[src/logic/video_timing_pkg.sv]
package video_timing_pkg;

	// raster position
	// 10 bits covers up to 1023 clocks per line or lines per frame
	typedef logic [9:0] count_t;

	// video memory word address, 16-bit words
	typedef logic [22:0] vaddr_t;

	// one memory word, also one group of 16 mono pixels
	typedef logic [15:0] word_t;

	// phase of the shared cpu/video bus cycle
	typedef logic [3:0] bus_slot_t;

	// one colour channel on the vga connector
	typedef logic [5:0] color_t;

	// read window runs this many clocks ahead of display enable
	// one word of pixels: fetched, then loaded into the shifter
	localparam count_t H_PRE = 10'd16;

	// bus phase at which memory data is valid
	localparam bus_slot_t FETCH_SLOT = 4'd3;

	// raster state as seen by fetch and shifter
	typedef struct packed {
		// horizontal position in clocks
		count_t hcnt;
		// vertical position in lines
		count_t vcnt;
		// sync pulses, active high here
		logic   hs;
		logic   vs;
		// pixel window, already shifted by H_PRE
		logic   de;
		// frame end markers, used for the address rewind
		logic   hmax;
		logic   vmax;
	} raster_t;

endpackage

[src/logic/video_regs_pkg.sv]
package video_regs_pkg;

	// word offset within the video register block
	typedef logic [5:0] reg_addr_t;

	// cpu data bus width
	typedef logic [15:0] reg_data_t;

	// cpu side of the register block
	// uds and lds are 68000 style byte strobes, active low
	typedef struct packed {
		// block selected
		logic      sel;
		// 1 = read, 0 = write
		logic      rw;
		// upper byte lane, bits 15:8
		logic      uds;
		// lower byte lane, bits 7:0
		logic      lds;
		reg_addr_t addr;
		reg_data_t din;
	} reg_bus_t;

	// base address high byte, word address bits 22:15
	localparam reg_addr_t REG_BASE_HI   = 6'h00;
	// base address mid byte, word address bits 14:7
	localparam reg_addr_t REG_BASE_MID  = 6'h01;
	// live fetch address, read only
	localparam reg_addr_t REG_VADDR_HI  = 6'h02;
	localparam reg_addr_t REG_VADDR_MID = 6'h03;
	localparam reg_addr_t REG_VADDR_LO  = 6'h04;
	// palette entry 0, only blue bits 2:0 kept in mono
	localparam reg_addr_t REG_PALETTE0  = 6'h20;

	// default screen at byte 0x10000, word 0x8000
	localparam logic [22:0] BASE_ADDR_RESET = 23'h008000;

	// blue 7 -> bit 0 set, so set data bits show dark
	// the usual ST look, black on white
	localparam logic [2:0] PALETTE0_BLUE_RESET = 3'd7;

endpackage

[src/logic/video_timing.sv]
`timescale 1ns/1ps

module video_timing import video_timing_pkg::*; #(
	parameter int H_ACT = 640,
	parameter int H_FP  = 24,
	parameter int H_S   = 40,
	parameter int H_BP  = 128,
	parameter int V_ACT = 400,
	parameter int V_FP  = 55,
	parameter int V_S   = 3,
	parameter int V_BP  = 73
) (
	input  logic    clk,
	input  logic    ss,
	output raster_t raster
);

	// line and frame length
	localparam count_t H_LAST = count_t'(H_ACT + H_FP + H_S + H_BP - 1);
	localparam count_t V_LAST = count_t'(V_ACT + V_FP + V_S + V_BP - 1);

	// hsync sits H_PRE later, like the pixels it frames
	localparam count_t HS_ON  = count_t'(H_ACT + H_FP + int'(H_PRE));
	localparam count_t HS_OFF = count_t'(H_ACT + H_FP + H_S + int'(H_PRE));

	// vsync has no prefetch offset
	localparam count_t VS_ON  = count_t'(V_ACT + V_FP);
	localparam count_t VS_OFF = count_t'(V_ACT + V_FP + V_S);

	// visible window
	localparam count_t DE_ON  = H_PRE;
	localparam count_t DE_OFF = count_t'(H_ACT + int'(H_PRE));
	localparam count_t V_END  = count_t'(V_ACT);

	count_t hcnt;
	count_t vcnt;

	// counters
	// reset keeps them in step with the bus phase counter
	always_ff @(posedge clk or posedge ss) begin
		if (ss) begin
			hcnt <= '0;
			vcnt <= '0;
		end else if (hcnt == H_LAST) begin
			hcnt <= '0;
			// next line, wrap at frame end
			if (vcnt == V_LAST) begin
				vcnt <= '0;
			end else begin
				vcnt <= vcnt + 10'd1;
			end
		end else begin
			hcnt <= hcnt + 10'd1;
		end
	end

	// decode, all combinational on the counters
	always_comb begin
		raster.hcnt = hcnt;
		raster.vcnt = vcnt;
		raster.hs   = (hcnt >= HS_ON) && (hcnt < HS_OFF);
		raster.vs   = (vcnt >= VS_ON) && (vcnt < VS_OFF);
		raster.de   = (hcnt >= DE_ON) && (hcnt < DE_OFF) && (vcnt < V_END);
		// well past the last pixel, safe point to rewind the address
		raster.hmax = (hcnt == HS_ON);
		raster.vmax = (vcnt == VS_ON);
	end

endmodule

[src/logic/video_regs.sv]
`timescale 1ns/1ps

module video_regs import video_timing_pkg::*, video_regs_pkg::*; (
	input  logic      clk,
	input  logic      ss,
	input  reg_bus_t  reg_bus,
	input  vaddr_t    vaddr,
	output reg_data_t reg_dout,
	output vaddr_t    base_addr,
	output logic      invert
);

	// base address bytes, word address bits 22:15 and 14:7
	logic [7:0] base_hi;
	logic [7:0] base_mid;

	// palette 0 blue, only bit 0 matters for mono
	logic [2:0] pal0_blue;

	// strobes
	// all mono registers live in the low byte lane
	// nothing decodes uds in this mode
	logic wr_lo;
	logic rd_lo;

	assign wr_lo = reg_bus.sel && !reg_bus.rw && !reg_bus.lds;
	assign rd_lo = reg_bus.sel && reg_bus.rw && !reg_bus.lds;

	// register writes
	always_ff @(posedge clk or posedge ss) begin
		if (ss) begin
			base_hi   <= BASE_ADDR_RESET[22:15];
			base_mid  <= BASE_ADDR_RESET[14:7];
			pal0_blue <= PALETTE0_BLUE_RESET;
		end else if (wr_lo) begin
			case (reg_bus.addr)
				REG_BASE_HI: begin
					base_hi <= reg_bus.din[7:0];
				end
				REG_BASE_MID: begin
					base_mid <= reg_bus.din[7:0];
				end
				REG_PALETTE0: begin
					pal0_blue <= reg_bus.din[2:0];
				end
				// vaddr bytes are read only
				default: begin
				end
			endcase
		end
	end

	// screen starts on a 128 word (256 byte) boundary
	assign base_addr = {base_hi, base_mid, 7'b0};

	// blue bit 0 flips the pixel sense
	assign invert = pal0_blue[0];

	// readback, zero when not addressed
	always_comb begin
		reg_dout = '0;
		if (rd_lo) begin
			case (reg_bus.addr)
				REG_BASE_HI: begin
					reg_dout = {8'h00, base_hi};
				end
				REG_BASE_MID: begin
					reg_dout = {8'h00, base_mid};
				end
				REG_VADDR_HI: begin
					reg_dout = {8'h00, vaddr[22:15]};
				end
				REG_VADDR_MID: begin
					reg_dout = {8'h00, vaddr[14:7]};
				end
				// low byte is a byte address, hence the shift
				REG_VADDR_LO: begin
					reg_dout = {8'h00, vaddr[6:0], 1'b0};
				end
				REG_PALETTE0: begin
					reg_dout = {13'h0000, pal0_blue};
				end
				default: begin
					reg_dout = '0;
				end
			endcase
		end
	end

endmodule

[src/logic/video_fetch.sv]
`timescale 1ns/1ps

module video_fetch import video_timing_pkg::*, video_regs_pkg::*; #(
	parameter int H_ACT = 640,
	parameter int V_ACT = 400
) (
	input  logic      clk,
	input  logic      ss,
	input  raster_t   raster,
	input  bus_slot_t bus_cycle,
	input  word_t     data,
	input  vaddr_t    base_addr,
	output logic      read,
	output vaddr_t    vaddr,
	output word_t     fetch_word
);

	// read window ends H_PRE before the pixels do
	localparam count_t H_END = count_t'(H_ACT);
	localparam count_t V_END = count_t'(V_ACT);

	logic fetch;

	// video owns bus phases 0..3 of every 16
	// one word per slot, 16 pixels, so the window keeps pace
	assign read = (bus_cycle[3:2] == 2'b00) &&
		(raster.hcnt < H_END) && (raster.vcnt < V_END);

	// data valid at the end of the slot
	// memory has to be ready, no wait states
	assign fetch = read && (bus_cycle == FETCH_SLOT);

	// word latch, picked up by the shifter at hcnt[3:0] == 15
	always_ff @(posedge clk) begin
		if (fetch) begin
			fetch_word <= data;
		end
	end

	// address counter
	// base register is held at the same value while ss is high
	always_ff @(posedge clk or posedge ss) begin
		if (ss) begin
			vaddr <= BASE_ADDR_RESET;
		end else if (fetch) begin
			vaddr <= vaddr + 23'd1;
		end else if (!read && raster.hmax && raster.vmax) begin
			// frame end, new base takes effect here
			vaddr <= base_addr;
		end
	end

endmodule

[src/logic/video_shifter.sv]
`timescale 1ns/1ps

module video_shifter import video_timing_pkg::*; (
	input  logic    clk,
	input  logic    ss,
	input  raster_t raster,
	input  word_t   fetch_word,
	input  logic    invert,
	output color_t  video_r,
	output color_t  video_g,
	output color_t  video_b,
	output logic    hs_n,
	output logic    vs_n
);

	// pixel shift register, msb goes out first
	word_t tx;
	logic  pixel;

	// reload on the last clock of each 16-clock group
	// first bit then lines up with de going high
	always_ff @(posedge clk) begin
		if (&raster.hcnt[3:0]) begin
			tx <= fetch_word;
		end else begin
			tx <= {tx[14:0], 1'b0};
		end
	end

	// polarity, then blank outside the window
	assign pixel = (tx[15] ^ invert) && raster.de;

	// output stage
	// mono has no grey levels, all channels follow the one bit
	always_ff @(posedge clk or posedge ss) begin
		if (ss) begin
			video_r <= '0;
			video_g <= '0;
			video_b <= '0;
			hs_n    <= 1'b1;
			vs_n    <= 1'b1;
		end else begin
			video_r <= {6{pixel}};
			video_g <= {6{pixel}};
			video_b <= {6{pixel}};
			// negative sync for the 72 Hz mono monitor
			hs_n    <= !raster.hs;
			vs_n    <= !raster.vs;
		end
	end

endmodule

[src/logic/video_top.sv]
`timescale 1ns/1ps

module video_top import video_timing_pkg::*, video_regs_pkg::*; #(
	// 640x400 mono at about 72 Hz, 32 MHz pixel clock
	parameter int H_ACT = 640,
	parameter int H_FP  = 24,
	parameter int H_S   = 40,
	parameter int H_BP  = 128,
	parameter int V_ACT = 400,
	parameter int V_FP  = 55,
	parameter int V_S   = 3,
	parameter int V_BP  = 73
) (
	input  logic      clk,
	input  logic      ss,
	// cpu register port
	input  reg_bus_t  reg_bus,
	output reg_data_t reg_dout,
	// memory port
	input  bus_slot_t bus_cycle,
	input  word_t     data,
	output logic      read,
	output vaddr_t    vaddr,
	// monitor
	output color_t    video_r,
	output color_t    video_g,
	output color_t    video_b,
	output logic      hs_n,
	output logic      vs_n
);

	raster_t raster;
	vaddr_t  base_addr;
	logic    invert;
	word_t   fetch_word;

	// raster generator, only timing in the design
	video_timing #(
		.H_ACT(H_ACT), .H_FP(H_FP), .H_S(H_S), .H_BP(H_BP),
		.V_ACT(V_ACT), .V_FP(V_FP), .V_S(V_S), .V_BP(V_BP)
	) timing0 (
		.clk    (clk),
		.ss     (ss),
		.raster (raster)
	);

	// base address and polarity, plus vaddr readback
	video_regs regs0 (
		.clk       (clk),
		.ss        (ss),
		.reg_bus   (reg_bus),
		.vaddr     (vaddr),
		.reg_dout  (reg_dout),
		.base_addr (base_addr),
		.invert    (invert)
	);

	// memory reads, one word ahead of the shifter
	video_fetch #(
		.H_ACT(H_ACT),
		.V_ACT(V_ACT)
	) fetch0 (
		.clk        (clk),
		.ss         (ss),
		.raster     (raster),
		.bus_cycle  (bus_cycle),
		.data       (data),
		.base_addr  (base_addr),
		.read       (read),
		.vaddr      (vaddr),
		.fetch_word (fetch_word)
	);

	// serializer and output registers
	video_shifter shifter0 (
		.clk        (clk),
		.ss         (ss),
		.raster     (raster),
		.fetch_word (fetch_word),
		.invert     (invert),
		.video_r    (video_r),
		.video_g    (video_g),
		.video_b    (video_b),
		.hs_n       (hs_n),
		.vs_n       (vs_n)
	);

endmodule

[config.mk]
export PLATFORM = sky130hd
export DESIGN_NAME = video_top
export DESIGN_NICKNAME = d
export VERILOG_FILES = /design/src/logic/video_timing_pkg.sv /design/src/logic/video_regs_pkg.sv /design/src/logic/video_timing.sv /design/src/logic/video_regs.sv /design/src/logic/video_fetch.sv /design/src/logic/video_shifter.sv /design/src/logic/video_top.sv
export SDC_FILE = /design/constraint.sdc
export NUM_CORES = 1
export LEC_CHECK = 0
export BUFFER_PORTS_ARGS = -buffer_cell sky130_fd_sc_hd__buf_2
export CORE_ASPECT_RATIO = 1.1
export CORE_MARGIN = 5
export CORE_UTILIZATION = 45
export DETAILED_ROUTE_END_ITERATION = 10
export PLACE_DENSITY_LB_ADDON = 0.15
export REMOVE_ABC_BUFFERS = 1
export SLEW_MARGIN = 20
export SYNTH_ARGS = -nofsm -noshare
export SYNTH_HDL_FRONTEND = slang
export SYNTH_SLANG_ARGS = --single-unit
[constraint.sdc]
create_clock -name clk -period 5 [get_ports clk]
set_clock_uncertainty 0.15 [all_clocks]
set_input_delay 1.25 -clock clk [delete_from_list [all_inputs] [get_ports clk]]
set_output_delay 1.25 -clock clk [all_outputs]
set_load 0.02 [all_outputs]
# Word level (Yosys, flattened, before mapping)
# Cells that the tools add are included.
[totals]
output_inout_bits = 60
input_bits = 48
ff_bits = 97
word_cells = 67
[op_classes]
eq_ne = 10
n_addsub = 3
mux = 7
bitwise_logic = 1
order_cmp = 8
reduce_logical = 26
[ops]
columns = ["operator", "n"]
rows = [
  ["$pmux W8 S6", 1],
  ["$mux W23", 2],
  ["$mux W16", 2],
  ["$eq A10 B10 Y1 const B", 3],
  ["$lt A10 B10 Y1 const B", 3],
  ["$add A23 B1 Y23 const B", 1],
  ["$add A10 B1 Y10 const B", 2],
  ["$lt A10 B9 Y1 const B", 2],
  ["$mux W10", 2],
  ["$logic_and A1 B1 Y1", 14],
  ["$eq A6 B2 Y1 const B", 2],
  ["$eq A10 B9 Y1 const B", 1],
  ["$ge A10 B10 Y1 const B", 1],
  ["$ge A10 B5 Y1 const B", 1],
  ["$ge A10 B9 Y1 const B", 1],
  ["$eq A6 B1 Y1 const B", 1],
  ["$eq A6 B3 Y1 const B", 1],
  ["$eq A6 B6 Y1 const B", 1],
  ["$logic_not A6 Y1", 1],
  ["$reduce_and A2 Y1", 3],
  ["$logic_not A1 Y1", 5],
  ["$eq A4 B2 Y1 const B", 1],
  ["$reduce_and A4 Y1", 1],
  ["$logic_not A2 Y1", 1],
  ["other kinds (2)", 2],
]

# Depth between registers and ports, before layout
[depth]
word_depth = 8
ltp_mapped = 8

# Cells and area by module
# A second synthesis with hierarchy kept.
[unflattened]
hier_cells = 476
area_unflattened_um2 = 5213.8
[modules_own_cells]
columns = ["module", "n_inst", "cells_each", "area_per_inst_um2", "seq_area_each_um2"]
rows = [
  ["video_fetch", 1, 177, 1938.1, 1057.3],
  ["video_regs", 1, 114, 1307.5, 480.5],
  ["video_timing", 1, 125, 1173.6, 500.5],
  ["video_shifter", 1, 60, 794.5, 397.9],
]

# Least setup slack after synthesis
# No wires, ideal clock.
[synth_timing]
path_type = "input port to output port"
start = "in reg_bus[19] in the netlist's numbering"
end = "out reg_dout[3]"
cell_stages = 4
setup_slack_ns = 0.805
n_path_buf = 0
arrival_ns = 2.795
cell_sequence = "or4_4 nor3b_2 a22oi_1 a31oi_1"
[synth_between]
elab_chain_len = 3
word_cells_on_any_way = 8
[synth_rtl]
columns = ["element", "line", "source"]
rows = [
  ["start: declaration", "video_top.sv:17", "input reg_bus_t reg_bus,"],
  ["$eq A6 B6 Y1 (tied with other cells)", "video_regs.sv:63", "case (reg_bus.addr)"],
  ["$pmux W8 S6 (*)", "video_regs.sv:63", ""],
  ["$mux W16 (*)", "video_regs.sv:62", "if (rd_lo) begin"],
  ["end: declaration", "video_top.sv:18", "output reg_data_t reg_dout,"],
]
# Mark *: on every way between the ends. The rest lies on a longest branch, timed or not.

# Worst setup path after layout
[layout_timing]
start = "in reg_bus[19] in the netlist's numbering"
end = "out reg_dout[6]"
# The elaborated chain is that of the path after synthesis.

==> results.cfg <==
[place]
port_buffers = 90
gp_congestion = 0.910
dp_hpwl_um = 8510
dp.cells = 665
place_ws_ns = 0.739

[cts]
cts.clk_slew.worst_paths_ns = 0.08
ctsHoldBuffers = 0
root_buffer = clkbuf_16
clkLatencyLatePin_ns = 0.35
clkSinkCount = 97
cts_tree = built
cts_max_level = 3
clockBufferDepth = 2
cts_buffers = 9
post_cts_buffers = 0
cts_resized = 0

[synth]
synthSimpleGateAreaFrac_pct = 19.8
yosysTopAreaCell = dfrtp_1
synthAdderAreaFrac_pct = 1.30
synth_edf_count = 16
ys_seq_elements = 97
yosysWarnings = 0
synth_area_leaders = dfrtp_1 30%, edfxtp_1 10%, mux2_2 7.9%, dfxtp_1 6.6%, buf_4 4.0%
synth-compound-area-share_pct = 12.2
synth_top_area_share_pct = 30.1
synth_top_family_by_area = simple AND/OR/NAND/NOR gates
seq_area_frac_synth_pct = 50.5
ys_types = 63
synthCells = 461
synth_ff_type = dfrtp_1
syn_avg_cell_area_um2 = 10.5
syn_area_um2 = 4830
synthArstFlopShare_pct = 67.0
synthXorXnorAreaFrac_pct = 2.00
synthMuxAreaShare_pct = 8.14

[floorplan]
die_w_um = 109
pin_count = 108
dieArea_um2 = 12900
core-area_um2 = 10400
die_h_um = 119
start_util_pct = 46.2
rows = 39

[detailed_routing]
vias = 3841
wl_per_cell_um = 17.2
firstDrtPassIters = 5
drt-initial-drc-count = 230
vias_per_cell = 5.64
drc_errors = 0
ant_nets = 0
routed_wl_um = 11700

[grt]
grt_pass1_vias = 3856
grt_use_total_pct = 18.8
grt_max_degree = 47
antenna_found_initial = 0
grt_pass1_wl_um = 19300
grt.overflow.total = 0

[setup_path]
path_max_fanout = 8
required_ns = 3.60
end_kind = output pin
slowest_stage = nor2_1
path_cells = buf_2 > nor4_1 > nand2_1 > nor2_1 > a22oi_1 > a31oi_1 > buf_2
path_common_cell = buf_2
slowest_delay_ns = 0.55
cp-start-kind = input pin
path_class = input pin to output pin
arrival_ns = 2.92

[cells_and_area]
syn2layout_area_growth_pct = 15.5
drive_gt1_share_pct = 31.0
regArea_um2 = 2440
diodes = 0
final_common_cell = buf_2
multi_input_area_um2 = 2120
final_cells = 681
final_cell_mix = 90 x buf_2, 58 x dfrtp_1, 43 x nand2_1
n_fill_cell = 979
fin_nets = 586

[timing]
max_clock_freq_mhz = 232
finalCriticalPeriod_ns = 4.32
whs_ns = 0.306
grt_setup_unrepaired = false
timing.slew.headroom_pct = 37.7
setup_viol = 0
fin_setup_tns_ns = 0
period_share_pct = 86.3
fin_ws_ns = 0.683
tightest_slew_ns = 0.932
slew_violations = 0
finalHoldViolCount = 0

[pwr]
leakagePower_nw = 2.37
ir_worst_vdd_v = 0.000165
power_w = 0.00172
pwr_density_cell_nw_per_um2 = 308

[hold_path]
hp-class = flip-flop to flip-flop

[run_status]
status = finished clean

[run]
maxCapViolations = 0
-- per-stage QoR --
stage               utilization (%)  instance area (um^2)
floorplan                         -                  4590
global placement               50.5                  5270
detailed placement             50.5                  5270
CTS                            53.4                  5580
global route                   53.4                  5580
finish                         53.4                  5580
-- per-layer routing --
layer / wire length [um] / share of wire, % / global-route usage, % / vias up
li1: - / - / - / 1833
met5: 0 / 0 / 0 / -
met3: 655 / 5.6 / 3.49 / 16
met1: 5130 / 44 / 24.6 / 1865
met4: 214 / 1.8 / 7.89 / 0
met2: 5730 / 49 / 30.5 / 127
-- layout make-up --
cell class              instances  share of cell area [%]
clock inverters                 7                    1.50
clock buffers                   9                    4.04
multi-input cells             320                    38.1
inverters                       9                   0.628
repair buffers                 96                    8.88
flip-flops and latches         97                    43.7
well taps                     143                    3.21
-- synth_stat cells (7+ instances only) --
cell / count
a22oi_1: 19
dfstp_2: 7
clkbuf_1: 11
dfrtp_1: 58
o21ai_0: 18
nor3_1: 9
dfxtp_1: 16
buf_4: 26
nand2_1: 43
nor2_1: 26
edfxtp_1: 16
a31oi_1: 13
inv_1: 9
nand3_1: 28
a21oi_1: 12
nand4_1: 9
nor4_1: 7
mux2_2: 34
-- cell families after synthesis --
logic type      count (synthesis)
compound gates                 88
simple gates                  173
fa+ha+maj                       5
mux                            35
xor+xnor                       11
other cells                     1
buf+inv                        51
flops                          97
-- power breakdown --
group / switching (W) / leakage (nW) / internal (W)
Clock: 0.000338 / 0.151 / 0.000358
Sequential: 0.0000458 / 1.10 / 0.000830
Combinational: 0.0000949 / 1.11 / 0.0000538
Total: 0.000478 / 2.37 / 0.00124
-- state kept, by name, summed over array words and instances, names as in the netlist --
name / flops
regs0.base_mid: 8
regs0.pal0_blue: 3
timing0.hcnt: 10
shifter0.tx: 16
fetch0.fetch_word: 16
shifter0.hs_n: 1
shifter0.vs_n: 1
timing0.vcnt: 10
fetch0.vaddr: 23
shifter0.video_r: 1
regs0.base_hi: 8
-- worst max-delay path: cells and delay by family --
kind / cells / cell delay (ns)
and+or+nand+nor: 3 / 0.96
AOI/OAI and AO/OA: 2 / 0.38
buffers and inverters: 2 / 0.32
-- path summary, 6_finish.rpt --
path,cells past startpoint,slack (ns),endpoint,start
max in group asynchronous,3,3.00,shifter0.hs_n,ss
min in group asynchronous,2,0.88,timing0.vcnt[2],ss
setup / recovery,7,0.68,reg_dout[6],reg_bus[19]
setup reg to reg,6,1.82,timing0.vcnt[6],timing0.hcnt[1]
hold / removal,1,0.31,shifter0.tx[7],shifter0.tx[6]
hold reg to reg,1,0.31,shifter0.tx[7],shifter0.tx[6]
(Power assumes the default switching activity.)
